==> src/rtl/mini_rv_pkg.sv <==
package mini_rv_pkg;

    //////////////////////////////////////////////////
    // base opcodes of the supported RV32I subset
    //////////////////////////////////////////////////
    localparam logic [6:0] op_reg    = 7'b0110011;
    localparam logic [6:0] op_imm    = 7'b0010011;
    localparam logic [6:0] op_lui    = 7'b0110111;
    localparam logic [6:0] op_load   = 7'b0000011;
    localparam logic [6:0] op_store  = 7'b0100011;
    localparam logic [6:0] op_branch = 7'b1100011;
    localparam logic [6:0] op_jal    = 7'b1101111;

    // addi x0, x0, 0 used as pipeline bubble
    localparam logic [31:0] nop_word = 32'h0000_0013;

    // default memory depths in words
    localparam int imem_words_def = 256;
    localparam int dmem_words_def = 256;

    // alu operations, pass_b feeds lui and the jal link
    typedef enum logic [3:0] {
        alu_add,
        alu_sub,
        alu_and,
        alu_or,
        alu_xor,
        alu_slt,
        alu_sll,
        alu_srl,
        alu_pass_b
    } alu_op_t;

    //////////////////////////////////////////////////
    // instruction word, one view per encoding format
    //////////////////////////////////////////////////
    typedef struct packed {
        logic [6:0] funct7;
        logic [4:0] rs2;
        logic [4:0] rs1;
        logic [2:0] funct3;
        logic [4:0] rd;
        logic [6:0] opcode;
    } r_fmt_t;

    typedef struct packed {
        logic [11:0] imm12;
        logic [4:0]  rs1;
        logic [2:0]  funct3;
        logic [4:0]  rd;
        logic [6:0]  opcode;
    } i_fmt_t;

    // b format shares this layout
    typedef struct packed {
        logic [6:0] imm7;
        logic [4:0] rs2;
        logic [4:0] rs1;
        logic [2:0] funct3;
        logic [4:0] imm5;
        logic [6:0] opcode;
    } s_fmt_t;

    // j format shares this layout
    typedef struct packed {
        logic [19:0] imm20;
        logic [4:0]  rd;
        logic [6:0]  opcode;
    } u_fmt_t;

    typedef union packed {
        r_fmt_t r_fmt;
        i_fmt_t i_fmt;
        s_fmt_t s_fmt;
        u_fmt_t u_fmt;
    } instr_t;

endpackage

==> src/rtl/core_bus.sv <==
`timescale 1ns/10ps

interface core_bus
    import mini_rv_pkg::*;
(
    input logic clk,
    input logic rst
);

    // debug or prog, holds every stage
    logic freeze;

    // fetch to decode
    logic [31:0] if_id_pc;
    instr_t      if_id_ins;

    // decode control back to fetch
    logic        stall;
    logic        redirect;
    logic [31:0] redirect_pc;

    // register file read ports
    logic [4:0]  rs1_addr;
    logic [4:0]  rs2_addr;
    logic [31:0] rs1_data;
    logic [31:0] rs2_data;

    // decode to execute
    logic [31:0] id_ex_pc;
    logic [31:0] id_ex_rs1_data;
    logic [31:0] id_ex_rs2_data;
    logic [31:0] id_ex_imm;
    logic [4:0]  id_ex_rs1;
    logic [4:0]  id_ex_rs2;
    logic [4:0]  id_ex_rd;
    alu_op_t     id_ex_alu_op;
    logic        id_ex_use_imm;
    logic        id_ex_mem_read;
    logic        id_ex_mem_write;
    logic        id_ex_reg_write;
    logic        id_ex_link;

    // execute to memory
    logic [31:0] ex_mem_alu_res;
    logic [31:0] ex_mem_store_data;
    logic [4:0]  ex_mem_rd;
    logic        ex_mem_mem_read;
    logic        ex_mem_mem_write;
    logic        ex_mem_reg_write;

    // memory to writeback
    logic [4:0]  wb_rd;
    logic        wb_we;
    logic [31:0] wb_res;

    //////////////////////////////////////////////////
    // one view per block
    //////////////////////////////////////////////////
    modport fetch (
        input  clk, rst, freeze, stall, redirect, redirect_pc,
        output if_id_pc, if_id_ins
    );

    modport regfile (
        input  clk, freeze, rs1_addr, rs2_addr, wb_rd, wb_we, wb_res,
        output rs1_data, rs2_data
    );

    // decode also sees ex_mem for branch forwarding and hazards
    modport decode (
        input  clk, rst, freeze, if_id_pc, if_id_ins, rs1_data, rs2_data,
        input  ex_mem_alu_res, ex_mem_rd, ex_mem_mem_read, ex_mem_reg_write,
        output stall, redirect, redirect_pc, rs1_addr, rs2_addr,
        output id_ex_pc, id_ex_rs1_data, id_ex_rs2_data, id_ex_imm,
        output id_ex_rs1, id_ex_rs2, id_ex_rd, id_ex_alu_op, id_ex_use_imm,
        output id_ex_mem_read, id_ex_mem_write, id_ex_reg_write, id_ex_link
    );

    modport execute (
        input  clk, rst, freeze,
        input  id_ex_pc, id_ex_rs1_data, id_ex_rs2_data, id_ex_imm,
        input  id_ex_rs1, id_ex_rs2, id_ex_rd, id_ex_alu_op, id_ex_use_imm,
        input  id_ex_mem_read, id_ex_mem_write, id_ex_reg_write, id_ex_link,
        input  wb_rd, wb_we, wb_res,
        output ex_mem_alu_res, ex_mem_store_data, ex_mem_rd,
        output ex_mem_mem_read, ex_mem_mem_write, ex_mem_reg_write
    );

    modport memwb (
        input  clk, rst, freeze,
        input  ex_mem_alu_res, ex_mem_store_data, ex_mem_rd,
        input  ex_mem_mem_read, ex_mem_mem_write, ex_mem_reg_write,
        output wb_rd, wb_we, wb_res
    );

endinterface

==> src/rtl/decode.sv <==
`timescale 1ns/10ps

module decode
    import mini_rv_pkg::*;
(
    core_bus.decode bus
);

    instr_t      ins;
    logic [6:0]  opcode;
    logic [4:0]  rs1;
    logic [4:0]  rs2;
    logic [4:0]  rd;
    logic [31:0] imm_i;
    logic [31:0] imm_s;
    logic [31:0] imm_b;
    logic [31:0] imm_u;
    logic [31:0] imm_j;

    // decoded control
    alu_op_t     alu_op;
    logic [31:0] imm;
    logic        use_imm;
    logic        mem_read;
    logic        mem_write;
    logic        wr_raw;
    logic        reg_write;
    logic        link;
    logic        is_branch;
    logic        is_jal;
    logic        uses_rs1;
    logic        uses_rs2;

    // branch compare and hazards
    logic [31:0] cmp_a;
    logic [31:0] cmp_b;
    logic        taken;
    logic        load_use;
    logic        branch_wait;

    //////////////////////////////////////////////////
    // field extraction through the format views
    //////////////////////////////////////////////////
    assign ins    = bus.if_id_ins;
    assign opcode = ins.r_fmt.opcode;
    assign rs1    = ins.r_fmt.rs1;
    assign rs2    = ins.r_fmt.rs2;
    assign rd     = ins.r_fmt.rd;

    assign imm_i = {{20{ins.i_fmt.imm12[11]}}, ins.i_fmt.imm12};
    assign imm_s = {{20{ins.s_fmt.imm7[6]}}, ins.s_fmt.imm7, ins.s_fmt.imm5};
    // b immediate rebuilt from the s view
    assign imm_b = {{20{ins.s_fmt.imm7[6]}}, ins.s_fmt.imm5[0], ins.s_fmt.imm7[5:0],
                    ins.s_fmt.imm5[4:1], 1'b0};
    assign imm_u = {ins.u_fmt.imm20, 12'd0};
    // j immediate rebuilt from the u view
    assign imm_j = {{12{ins.u_fmt.imm20[19]}}, ins.u_fmt.imm20[7:0], ins.u_fmt.imm20[8],
                    ins.u_fmt.imm20[18:9], 1'b0};

    assign bus.rs1_addr = rs1;
    assign bus.rs2_addr = rs2;

    // funct3 to alu op, shared by reg and imm forms
    function automatic alu_op_t alu_sel(input logic [2:0] f3, input logic sub);
        alu_op_t op;
        case (f3)
            3'b000:  op = sub ? alu_sub : alu_add;
            3'b001:  op = alu_sll;
            3'b010:  op = alu_slt;
            3'b100:  op = alu_xor;
            3'b101:  op = alu_srl;
            3'b110:  op = alu_or;
            3'b111:  op = alu_and;
            default: op = alu_add;
        endcase
        return op;
    endfunction

    always_comb begin
        alu_op    = alu_add;
        imm       = imm_i;
        use_imm   = 1'b0;
        mem_read  = 1'b0;
        mem_write = 1'b0;
        wr_raw    = 1'b0;
        link      = 1'b0;
        is_branch = 1'b0;
        is_jal    = 1'b0;
        uses_rs1  = 1'b0;
        uses_rs2  = 1'b0;
        case (opcode)
            op_reg: begin
                alu_op   = alu_sel(ins.r_fmt.funct3, ins.r_fmt.funct7[5]);
                wr_raw   = 1'b1;
                uses_rs1 = 1'b1;
                uses_rs2 = 1'b1;
            end
            op_imm: begin
                alu_op   = alu_sel(ins.i_fmt.funct3, 1'b0);
                use_imm  = 1'b1;
                wr_raw   = 1'b1;
                uses_rs1 = 1'b1;
            end
            op_lui: begin
                alu_op  = alu_pass_b;
                imm     = imm_u;
                use_imm = 1'b1;
                wr_raw  = 1'b1;
            end
            op_load: begin
                use_imm  = 1'b1;
                mem_read = 1'b1;
                wr_raw   = 1'b1;
                uses_rs1 = 1'b1;
            end
            op_store: begin
                imm       = imm_s;
                use_imm   = 1'b1;
                mem_write = 1'b1;
                uses_rs1  = 1'b1;
                uses_rs2  = 1'b1;
            end
            op_branch: begin
                imm       = imm_b;
                is_branch = 1'b1;
                uses_rs1  = 1'b1;
                uses_rs2  = 1'b1;
            end
            op_jal: begin
                // execute swaps in pc + 4
                alu_op = alu_pass_b;
                imm    = imm_j;
                wr_raw = 1'b1;
                link   = 1'b1;
                is_jal = 1'b1;
            end
            default: begin
                alu_op = alu_add;
            end
        endcase
    end

    // writes to x0 dropped here, so later stages never see them
    assign reg_write = wr_raw && (rd != 5'd0);

    //////////////////////////////////////////////////
    // branch resolution
    //////////////////////////////////////////////////
    // ex_mem alu result forwarded, writeback comes via regfile bypass
    always_comb begin
        cmp_a = bus.rs1_data;
        cmp_b = bus.rs2_data;
        if (bus.ex_mem_reg_write && !bus.ex_mem_mem_read && bus.ex_mem_rd == rs1) begin
            cmp_a = bus.ex_mem_alu_res;
        end
        if (bus.ex_mem_reg_write && !bus.ex_mem_mem_read && bus.ex_mem_rd == rs2) begin
            cmp_b = bus.ex_mem_alu_res;
        end
    end

    // funct3 bit 0 picks bne over beq
    assign taken = ins.s_fmt.funct3[0] ? (cmp_a != cmp_b) : (cmp_a == cmp_b);

    // load result not ready for the next instruction
    assign load_use = bus.id_ex_mem_read && bus.id_ex_reg_write &&
                      ((uses_rs1 && bus.id_ex_rd == rs1) ||
                       (uses_rs2 && bus.id_ex_rd == rs2));

    // compare waits on results still in execute or a load in memory
    assign branch_wait = is_branch &&
                         ((bus.id_ex_reg_write &&
                           (bus.id_ex_rd == rs1 || bus.id_ex_rd == rs2)) ||
                          (bus.ex_mem_reg_write && bus.ex_mem_mem_read &&
                           (bus.ex_mem_rd == rs1 || bus.ex_mem_rd == rs2)));

    assign bus.stall       = load_use || branch_wait;
    // stall wins over redirect
    assign bus.redirect    = !bus.stall && (is_jal || (is_branch && taken));
    assign bus.redirect_pc = bus.if_id_pc + (is_jal ? imm_j : imm_b);

    //////////////////////////////////////////////////
    // decode-to-execute register
    //////////////////////////////////////////////////
    // control, bubble on stall
    always_ff @(posedge bus.clk) begin
        if (bus.rst) begin
            bus.id_ex_mem_read  <= 1'b0;
            bus.id_ex_mem_write <= 1'b0;
            bus.id_ex_reg_write <= 1'b0;
            bus.id_ex_link      <= 1'b0;
        end else if (!bus.freeze) begin
            bus.id_ex_mem_read  <= mem_read && !bus.stall;
            bus.id_ex_mem_write <= mem_write && !bus.stall;
            bus.id_ex_reg_write <= reg_write && !bus.stall;
            bus.id_ex_link      <= link && !bus.stall;
        end
    end

    // payload
    always_ff @(posedge bus.clk) begin
        if (!bus.freeze) begin
            bus.id_ex_pc       <= bus.if_id_pc;
            bus.id_ex_rs1_data <= bus.rs1_data;
            bus.id_ex_rs2_data <= bus.rs2_data;
            bus.id_ex_imm      <= imm;
            bus.id_ex_rs1      <= rs1;
            bus.id_ex_rs2      <= rs2;
            bus.id_ex_rd       <= rd;
            bus.id_ex_alu_op   <= alu_op;
            bus.id_ex_use_imm  <= use_imm;
        end
    end

endmodule

==> src/flat_wrapper.sv <==
// flat-port wrapper written by rule: the top's interface ports become plain ports
module decode_flat import mini_rv_pkg::*;
  (clk, rst, bus_freeze, bus_if_id_pc, bus_if_id_ins, bus_rs1_data, bus_rs2_data, bus_ex_mem_alu_res, bus_ex_mem_rd, bus_ex_mem_mem_read, bus_ex_mem_reg_write, bus_stall, bus_redirect, bus_redirect_pc, bus_rs1_addr, bus_rs2_addr, bus_id_ex_pc, bus_id_ex_rs1_data, bus_id_ex_rs2_data, bus_id_ex_imm, bus_id_ex_rs1, bus_id_ex_rs2, bus_id_ex_rd, bus_id_ex_alu_op, bus_id_ex_use_imm, bus_id_ex_mem_read, bus_id_ex_mem_write, bus_id_ex_reg_write, bus_id_ex_link);
  core_bus bus_i (.clk(clk), .rst(rst));
  input wire logic clk;
  input wire logic rst;
  input wire logic [$bits(bus_i.freeze)-1:0] bus_freeze;
  input wire logic [$bits(bus_i.if_id_pc)-1:0] bus_if_id_pc;
  input wire logic [$bits(bus_i.if_id_ins)-1:0] bus_if_id_ins;
  input wire logic [$bits(bus_i.rs1_data)-1:0] bus_rs1_data;
  input wire logic [$bits(bus_i.rs2_data)-1:0] bus_rs2_data;
  input wire logic [$bits(bus_i.ex_mem_alu_res)-1:0] bus_ex_mem_alu_res;
  input wire logic [$bits(bus_i.ex_mem_rd)-1:0] bus_ex_mem_rd;
  input wire logic [$bits(bus_i.ex_mem_mem_read)-1:0] bus_ex_mem_mem_read;
  input wire logic [$bits(bus_i.ex_mem_reg_write)-1:0] bus_ex_mem_reg_write;
  output wire logic [$bits(bus_i.stall)-1:0] bus_stall;
  output wire logic [$bits(bus_i.redirect)-1:0] bus_redirect;
  output wire logic [$bits(bus_i.redirect_pc)-1:0] bus_redirect_pc;
  output wire logic [$bits(bus_i.rs1_addr)-1:0] bus_rs1_addr;
  output wire logic [$bits(bus_i.rs2_addr)-1:0] bus_rs2_addr;
  output wire logic [$bits(bus_i.id_ex_pc)-1:0] bus_id_ex_pc;
  output wire logic [$bits(bus_i.id_ex_rs1_data)-1:0] bus_id_ex_rs1_data;
  output wire logic [$bits(bus_i.id_ex_rs2_data)-1:0] bus_id_ex_rs2_data;
  output wire logic [$bits(bus_i.id_ex_imm)-1:0] bus_id_ex_imm;
  output wire logic [$bits(bus_i.id_ex_rs1)-1:0] bus_id_ex_rs1;
  output wire logic [$bits(bus_i.id_ex_rs2)-1:0] bus_id_ex_rs2;
  output wire logic [$bits(bus_i.id_ex_rd)-1:0] bus_id_ex_rd;
  output wire logic [$bits(bus_i.id_ex_alu_op)-1:0] bus_id_ex_alu_op;
  output wire logic [$bits(bus_i.id_ex_use_imm)-1:0] bus_id_ex_use_imm;
  output wire logic [$bits(bus_i.id_ex_mem_read)-1:0] bus_id_ex_mem_read;
  output wire logic [$bits(bus_i.id_ex_mem_write)-1:0] bus_id_ex_mem_write;
  output wire logic [$bits(bus_i.id_ex_reg_write)-1:0] bus_id_ex_reg_write;
  output wire logic [$bits(bus_i.id_ex_link)-1:0] bus_id_ex_link;
  assign bus_i.freeze = bus_freeze;
  assign bus_i.if_id_pc = bus_if_id_pc;
  assign bus_i.if_id_ins = bus_if_id_ins;
  assign bus_i.rs1_data = bus_rs1_data;
  assign bus_i.rs2_data = bus_rs2_data;
  assign bus_i.ex_mem_alu_res = bus_ex_mem_alu_res;
  assign bus_i.ex_mem_rd = bus_ex_mem_rd;
  assign bus_i.ex_mem_mem_read = bus_ex_mem_mem_read;
  assign bus_i.ex_mem_reg_write = bus_ex_mem_reg_write;
  assign bus_stall = bus_i.stall;
  assign bus_redirect = bus_i.redirect;
  assign bus_redirect_pc = bus_i.redirect_pc;
  assign bus_rs1_addr = bus_i.rs1_addr;
  assign bus_rs2_addr = bus_i.rs2_addr;
  assign bus_id_ex_pc = bus_i.id_ex_pc;
  assign bus_id_ex_rs1_data = bus_i.id_ex_rs1_data;
  assign bus_id_ex_rs2_data = bus_i.id_ex_rs2_data;
  assign bus_id_ex_imm = bus_i.id_ex_imm;
  assign bus_id_ex_rs1 = bus_i.id_ex_rs1;
  assign bus_id_ex_rs2 = bus_i.id_ex_rs2;
  assign bus_id_ex_rd = bus_i.id_ex_rd;
  assign bus_id_ex_alu_op = bus_i.id_ex_alu_op;
  assign bus_id_ex_use_imm = bus_i.id_ex_use_imm;
  assign bus_id_ex_mem_read = bus_i.id_ex_mem_read;
  assign bus_id_ex_mem_write = bus_i.id_ex_mem_write;
  assign bus_id_ex_reg_write = bus_i.id_ex_reg_write;
  assign bus_id_ex_link = bus_i.id_ex_link;
  decode u_core (.bus(bus_i));
endmodule
==> config.mk <==
export PLATFORM = sky130hd
export DESIGN_NAME = decode_flat
export DESIGN_NICKNAME = d
export VERILOG_FILES = /design/src/rtl/mini_rv_pkg.sv /design/src/rtl/core_bus.sv /design/src/rtl/decode.sv /design/src/flat_wrapper.sv
export SDC_FILE = /design/constraint.sdc
export NUM_CORES = 1
export LEC_CHECK = 0
export ABC_AREA = 1
export BUFFER_PORTS_ARGS = -buffer_cell sky130_fd_sc_hd__buf_4
export CORE_MARGIN = 5
export CORE_UTILIZATION = 45
export DETAILED_ROUTE_END_ITERATION = 8
export GPL_ROUTABILITY_DRIVEN = 0
export PLACE_DENSITY = 0.77
export RECOVER_POWER = 25
export SLEW_MARGIN = 0
export SYNTH_ARGS = -nofsm -noshare
export SYNTH_HDL_FRONTEND = slang
export SYNTH_SLANG_ARGS = --single-unit
==> constraint.sdc <==
create_clock -name clk -period 3.45 [get_ports clk]
set_input_delay 0.345 -clock clk [delete_from_list [all_inputs] [get_ports clk]]
set_output_delay 0.345 -clock clk [all_outputs]
set_load 0.03 [all_outputs]
==> results.py, run 1 <==
metrics = {
    "run_status": {
        "status": "finished, violations left",
        "failed_checks": "setup timing",
    },
    "detailed_routing": {
        "drt-initial-drc-count": 748,
        "routedWlPerCell_um": 17.6,
        "antenna_left": 0,
        "drtPass1Iterations": 5,
        "routed_wirelength_mm": 34.6,
        "vias": 10153,
        "drcViolationCount": 0,
        "viasPerCell": 5.18,
    },
    "logic_synthesis": {
        "syn_inst": 1256,
        "async_reset_ff_share_pct": 0,
        "ys_seq_area_share_pct": 46.2,
        "avgSynthCellArea_um2": 7.80,
        "synthFlopType": "edfxtp_1",
        "synthesis.nets": 1457,
        "ys_seq_elements": 152,
        "ys_types": 45,
        "synth_edf_count": 148,
        "yosysWarnings": 0,
        "netlist_area_um2": 9800,
    },
    "worst_hold_path": {
        "whs_path_depth": 2,
        "hold_class": "in2reg",
        "whs_endpoint": "u_core.bus.id_ex_mem_write",
        "min-delay-start": "rst",
    },
    "setup_path": {
        "rr_worst_depth": 12,
        "crit_type": "in2out",
        "path_buf_inv": 5,
        "crit_slowest_cell": "buf_4",
        "cp.required_ns": 3.11,
        "cpMostUsedCell": "nand2_1",
        "critPathLaunchType": "input port",
        "crit_fanout": 4,
        "critical_path.top_delay_family": "simple AND/OR/NAND/NOR gates",
        "slowest_delay_ns": 0.25,
        "r2r_start": "u_core.bus.id_ex_rd[0]",
        "path_cells": "buf_6 > inv_2 > nor2_1 > inv_1 > nor2_1 > nand4_1 > buf_4 > o21ai_2 > ha_4 > a21oi_2 > nand2_2 > a21oi_4 > o21ai_2 > nand2_1 > nand2_2 > nand2_1 > nand2_1 > nand3_1 > nand2_1 > a31oi_1 > xnor2_1 > buf_4",
        "reg2reg_slack_ns": 1.59,
        "crit_arrival_ns": 3.20,
        "r2r_end": "u_core.bus.id_ex_reg_write",
        "cp-end-kind": "primary output",
    },
    "layout": {
        "drive_gt1_share_pct": 32.8,
        "postLayoutCellArea_um2": 14200,
        "multi_input_area_um2": 4640,
        "finalNetCount": 1870,
        "layout.area.seq_um2": 4520,
        "final_util_pct": 65.8,
        "antenna_cells": 0,
        "final_common_cell": "nand2_1",
        "mostFrequentLayoutCells": "426 x nand2_1, 402 x buf_4, 186 x inv_1",
        "syn_to_final_growth_pct": 45.1,
        "fillers": 1754,
    },
    "pwr": {
        "p_seq_share_pct": 36.3,
        "p_int_mw": 4.07,
        "max-vdd-ir-drop_v": 0.000327,
        "clkPwrFrac_pct": 32.3,
        "powerDensity_nw_per_um2": 432,
        "power.leakage_nw": 7.24,
        "p_switching_mw": 2.07,
        "switching_share_pct": 33.7,
        "comb_power_share_pct": 31.5,
    },
    "sta": {
        "fmax_ghz": 0.282,
        "fin_crit_sh_pct": 103,
        "hold_viol": 0,
        "tns_ns": -0.398,
        "drv_slew": 0,
        "relSlewSlack_pct": 49.3,
        "min_period_ns": 3.54,
        "hold_slack_ns": 0.0848,
        "worstMarginPinSlew_ns": 0.758,
        "setup_viol": 10,
        "worst_slack_ns": -0.0915,
        "fin_skew_ns": 0.00482,
        "rsz0062_at_grt": "true",
    },
    "grt": {
        "grt_pass1_vias": 9468,
        "grt_pass1_wl_mm": 50.3,
        "grt.total_usage_pct": 25.8,
        "antenna_found_initial": 0,
        "gr-total-overflow": 0,
        "grt_max_degree": 66,
    },
    "clock_tree": {
        "ctsRootBufferMaster": "clkbuf_16",
        "cts_inserted_buffers": 17,
        "cts.sinks": 152,
        "path_clk_slew_ns": 0.07,
        "tritoncts": "done",
        "cts.path.max_buffers": 2,
        "clock_latency_ns": 0.44,
        "htree_num_levels": 4,
    },
    "floorplan": {
        "start_util_pct": 45.3,
        "ios": 366,
        "die_y_um": 158,
        "die_area_um2": 24800,
        "die_w_um": 158,
        "rows": 54,
        "core-area_um2": 21600,
    },
    "place": {
        "placed_area_um2": 13100,
        "hpwlAfterDp_mm": 25.7,
        "io_buffers": 365,
    },
    "job": {
        "max-cap-violations": 0,
    },
}
[synth_stat cells (2+ instances only)]
| cell | number | share of area, % |
|---|---|---|
| nor2_2 | 2 | 0.13 |
| ha_1 | 30 | 3.8 |
| clkbuf_1 | 10 | 0.38 |
| o21ai_0 | 50 | 2.6 |
| o221ai_1 | 3 | 0.27 |
| nor3_1 | 9 | 0.46 |
| xnor2_1 | 10 | 0.89 |
| a21boi_0 | 4 | 0.31 |
| nand4_1 | 5 | 0.32 |
| a31oi_1 | 8 | 0.51 |
| nand2_1 | 441 | 17 |
| buf_4 | 14 | 1.1 |
| o21ai_1 | 16 | 0.82 |
| nand3b_1 | 4 | 0.31 |
| buf_6 | 11 | 1.3 |
| inv_2 | 7 | 0.27 |
| xor2_1 | 23 | 2.1 |
| nand3_1 | 115 | 5.9 |
| dfxtp_1 | 4 | 0.82 |
| buf_2 | 12 | 0.61 |
| a21oi_1 | 40 | 2.0 |
| inv_1 | 189 | 7.2 |
| nor4_1 | 4 | 0.26 |
| edfxtp_1 | 148 | 45 |
| o22ai_1 | 3 | 0.19 |
| o31ai_1 | 3 | 0.23 |
| a21o_1 | 3 | 0.23 |
| nand2_2 | 5 | 0.32 |
| nor2_4 | 3 | 0.34 |
| nor2_1 | 65 | 2.5 |
[routing by layer]
| layer | track usage (%) | vias up | routed length (um) |
|---|---|---|---|
| met5 | 0 | - | 0 |
| met4 | 10.2 | 0 | 1330 |
| met3 | 4.57 | 80 | 2930 |
| met2 | 42.7 | 504 | 16900 |
| met1 | 33.8 | 4672 | 13400 |
| li1 | - | 4897 | - |
[layout make-up]
type,count,share of cell area (%)
multi-input cells,860,32.6
flip-flops and latches,152,31.8
repair buffers,441,23.7
inverters,197,5.22
clock buffers,17,2.99
well taps,280,2.46
clock inverters,14,1.23
[what timing repair did]
| item | in CTS | in global routing |
|---|---|---|
| pin swaps | 6 | 40 |
| hold buffers | 0 | 0 |
| resized for setup | 19 | 88 |
| endpoints found under the setup margin | 14 | 18 |
| setup buffers | 3 | 12 |
| endpoints found under the hold margin | 0 | 0 |
[registers in the layout (all words and copies together) (netlist names)]
| signal | flops |
|---|---|
| u_core.bus.id_ex_rs1_data | 32 |
| u_core.bus.id_ex_reg_write | 1 |
| u_core.bus.id_ex_rs2 | 5 |
| u_core.bus.id_ex_alu_op | 4 |
| u_core.bus.id_ex_rd | 5 |
| u_core.bus.id_ex_link | 1 |
| u_core.bus.id_ex_rs2_data | 32 |
| u_core.bus.id_ex_pc | 32 |
| u_core.bus.id_ex_use_imm | 1 |
| u_core.bus.id_ex_mem_write | 1 |
| u_core.bus.id_ex_imm | 32 |
| u_core.bus.id_ex_rs1 | 5 |
| u_core.bus.id_ex_mem_read | 1 |
[worst reg2reg max path, stage by stage, from the launching register on]
cell,delay [ns]
edfxtp_1,0.45
inv_1,0.10
nor2_1,0.04
a2111oi_0,0.36
nand2_1,0.13
nand2_1,0.08
nand2_1,0.08
inv_1,0.08
nand3_1,0.08
nand2_1,0.10
inv_1,0.08
nand3_1,0.07
a21oi_1,0.09
[how the worst max path moves through the flow]
stage | endpoint | slack, ns | startpoint | depth (start not counted)
5_1_grt | bus_redirect_pc[26] | -0.24 | bus_if_id_ins[5] | 22
3_3_place_gp | bus_redirect_pc[27] | -0.23 | bus_if_id_ins[4] | 22
3_5_place_dp | bus_redirect_pc[27] | -0.37 | bus_if_id_ins[4] | 22
2_1_floorplan | bus_redirect_pc[27] | -0.005 | bus_if_id_ins[5] | 23
4_1_cts | bus_redirect_pc[25] | -0.02 | bus_if_id_ins[4] | 21
6_report | bus_redirect_pc[26] | -0.09 | bus_if_id_ins[5] | 22
[cells by family after synthesis]
family / Yosys count / synth area share (%)
flops: 152 / 46.2
buf+inv: 244 / 10.9
fa+ha+maj: 31 / 4.03
simple gates: 658 / 28.1
xor+xnor: 34 / 3.11
compound gates: 137 / 7.76
[metrics by stage]
stage / power [mW] / setup WS [ns] / std cells
6_report: 6.15 / -0.0915 / 1961
4_1_cts: 6.04 / -0.0208 / 1950
3_3_place_gp: 4.03 / -0.234 / 1916
3_5_place_dp: 4.06 / -0.365 / 1916
5_1_grt: 6.38 / -0.244 / 1961
2_1_floorplan: 3.27 / -0.00452 / 1256
[power groups by stage]
stage	clock [mW]	sequential (mW)	combinational, mW
final	1.98	2.23	1.93
after global routing	2.08	2.24	2.06
after detailed placement	0	2.27	1.79
after floorplan	0	2.56	0.711
after CTS	1.99	2.23	1.82
after global placement	0	2.26	1.77
Note: power is estimated with default switching activity, not from simulation.
==> run 2: changes to the inputs <==
CELL_PAD_IN_SITES_DETAIL_PLACEMENT = 1   (was unset)
CELL_PAD_IN_SITES_GLOBAL_PLACEMENT = 2   (was unset)
CORE_UTILIZATION = 25   (was 45)
PLACE_DENSITY = unset   (was 0.77)
PLACE_DENSITY_LB_ADDON = 0.1   (was unset)
SKIP_LAST_GASP = 1   (was unset)
==> results.py, run 2 (synthesized netlist as in run 1, its figures left out) <==
metrics = {
    "detailed_routing": {
        "drt-initial-drc-count": 392,
        "vias": 9883,
        "viasPerCell": 4.41,
        "drtPass1Iterations": 4,
        "wl_met1_mm": 18.1,
        "routed_wirelength_mm": 41.2,
        "routedWlPerCell_um": 18.4,
        "dr_wl_met2_mm": 19.7,
        "top_layer_used": "met5",
        "antenna_left": 0,
        "drcViolationCount": 0,
        "wl_met3_mm": 2.58,
    },
    "setup_path": {
        "cp.required_ns": 3.11,
        "r2r_start": "u_core.bus.id_ex_rd[0]",
        "r2r_end": "u_core.bus.id_ex_reg_write",
        "crit_arrival_ns": 2.98,
        "critPathLaunchType": "input port",
        "rr_worst_depth": 12,
        "crit_type": "in2out",
        "reg2reg_slack_ns": 1.51,
        "cp-end-kind": "primary output",
        "crit_fanout": 5,
    },
    "pwr": {
        "comb_power_share_pct": 31.9,
        "fin_total_pwr_mw": 6.22,
        "powerDensity_nw_per_um2": 424,
        "p_int_mw": 4.08,
        "p_seq_share_pct": 35.9,
        "switching_share_pct": 34.3,
        "power.leakage_nw": 7.19,
        "p_switching_mw": 2.13,
        "max-vdd-ir-drop_v": 0.000341,
        "clkPwrFrac_pct": 32.2,
    },
    "clock_tree": {
        "tritoncts": "done",
        "cts_inserted_buffers": 17,
        "cts.path.max_buffers": 2,
        "cts.sinks": 152,
        "path_clk_slew_ns": 0.07,
        "ctsRootBufferMaster": "clkbuf_16",
        "clock_latency_ns": 0.45,
        "htree_num_levels": 4,
    },
    "layout": {
        "drive_gt1_share_pct": 30.6,
        "syn_to_final_growth_pct": 49.5,
        "finalNetCount": 1911,
        "final_common_cell": "nand2_1",
        "mostFrequentLayoutCells": "420 x nand2_1, 357 x buf_4, 183 x inv_1",
    },
    "floorplan": {
        "ios": 366,
        "rows": 72,
        "die_area_um2": 43300,
        "core-area_um2": 38700,
        "start_util_pct": 25.3,
        "die_w_um": 208,
        "die_y_um": 208,
    },
    "run_status": {
        "failed_checks": "capacitance limit, slew limit",
        "status": "finished, violations left",
    },
    "sta": {
        "setup_viol": 0,
        "worstMarginPinSlew_ns": 2.42,
        "fin_crit_sh_pct": 96.3,
        "fmax_ghz": 0.301,
        "relSlewSlack_pct": -61.0,
        "hold_viol": 0,
        "min_period_ns": 3.32,
        "hold_slack_ns": 0.0840,
        "rsz0062_at_grt": "true",
        "drv_slew": 91,
        "fin_skew_ns": 0.00714,
    },
    "grt": {
        "antenna_found_initial": 2,
        "grt.total_usage_pct": 18.4,
        "grt_max_degree": 91,
        "grt_pass1_wl_mm": 62.1,
        "grt_pass1_vias": 10345,
        "gr-total-overflow": 0,
    },
    "worst_hold_path": {
        "hold_class": "in2reg",
        "whs_endpoint": "u_core.bus.id_ex_mem_read",
        "min-delay-start": "rst",
        "whs_path_depth": 2,
    },
    "job": {
        "max-cap-violations": 1,
    },
    "place": {
        "hpwlAfterDp_mm": 32.3,
        "io_buffers": 365,
    },
}
[run 2: cell types whose count changed in the layout (fill, tap and decap cells not counted), moves of 5 or more]
cell / previous run / this run
o21ai_1: 19 / 25
o21ai_0: 34 / 29
clkbuf_1: 15 / 96
nand2_1: 426 / 420
nor2_1: 64 / 59
nand2_2: 18 / 24
buf_4: 402 / 357
[run 2: worst max path at each step]
| stage | slack, ns | to | from | cells past startpoint |
|---|---|---|---|---|
| after floorplan | -0.005 | bus_redirect_pc[27] | bus_if_id_ins[5] | 23 |
| after global placement | -0.43 | bus_redirect_pc[24] | bus_if_id_ins[4] | 22 |
| after detailed placement | -0.53 | bus_redirect_pc[24] | bus_if_id_ins[5] | 23 |
| after CTS | -0.04 | bus_redirect_pc[26] | bus_if_id_ins[5] | 24 |
| after global routing | -0.07 | bus_redirect_pc[25] | bus_if_id_ins[4] | 23 |
| final | 0.13 | bus_redirect_pc[25] | bus_if_id_ins[4] | 23 |
[run 2: layout make-up]
class                   count  area [um2]
fillers                  4731       24100
inverters                 197         746
diodes                      1        2.50
clock buffers              18         429
flip-flops and latches    152        4520
clock inverters            14         170
well taps                 518         648
multi-input cells         860        4710
repair buffers            482        3420
[run 2: stage by stage]
step / area, um2 / setup slack, ns / cells / util [%] / setup TNS (ns)
after floorplan: 9840 / -0.00452 / 1256 / - / -0.00452
final: 14700 / 0.129 / 2242 / 37.8 / 0
after CTS: 14600 / -0.0423 / 2231 / 37.7 / -0.0829
after global routing: 14700 / -0.0671 / 2241 / 37.8 / -0.229
after detailed placement: 13600 / -0.531 / 2177 / 35.1 / -4.48
after global placement: 13600 / -0.430 / 2177 / 35.1 / -3.01
[run 2: critical path, stage by stage]
cell      delay (ns)
buf_6           0.10
nor2_4          0.10
inv_2           0.04
nor2_2          0.08
nand4_1         0.11
buf_6           0.17
nand2_2         0.07
o21ai_2         0.05
ha_2            0.18
fa_2            0.40
nand3_2         0.09
nand2_4         0.08
buf_6           0.13
nand3_4         0.05
nand2_4         0.06
a21oi_4         0.14
inv_1           0.06
nand2_1         0.07
nand2_2         0.07
a21boi_4        0.16
o21ai_2         0.08
xor2_2          0.17
buf_6           0.14
[run 2: timing repair]
action / CTS / global route
resized for setup: 55 / 84
cloned: 1 / 0
endpoints found under the setup margin: 18 / 20
hold buffers: 0 / 0
buffers inserted: 23 / 10
pin swaps: 32 / 40
[run 2: power by group through the flow]
stage | sequential, mW | clock, mW | combinational (mW)
after detailed placement | 2.27 | 0 | 1.89
after CTS | 2.23 | 2.09 | 1.97
after floorplan | 2.56 | 0 | 0.711
after global placement | 2.26 | 0 | 1.89
after global routing | 2.25 | 2.15 | 2.13
final | 2.23 | 2.00 | 1.98
[run 2: metal layers]
layer  GRT usage, %  up-vias
li1               -     4967
met1           23.6     4657
met2           30.9      216
met3           4.91       41
met4           5.19        2
met5              0        -
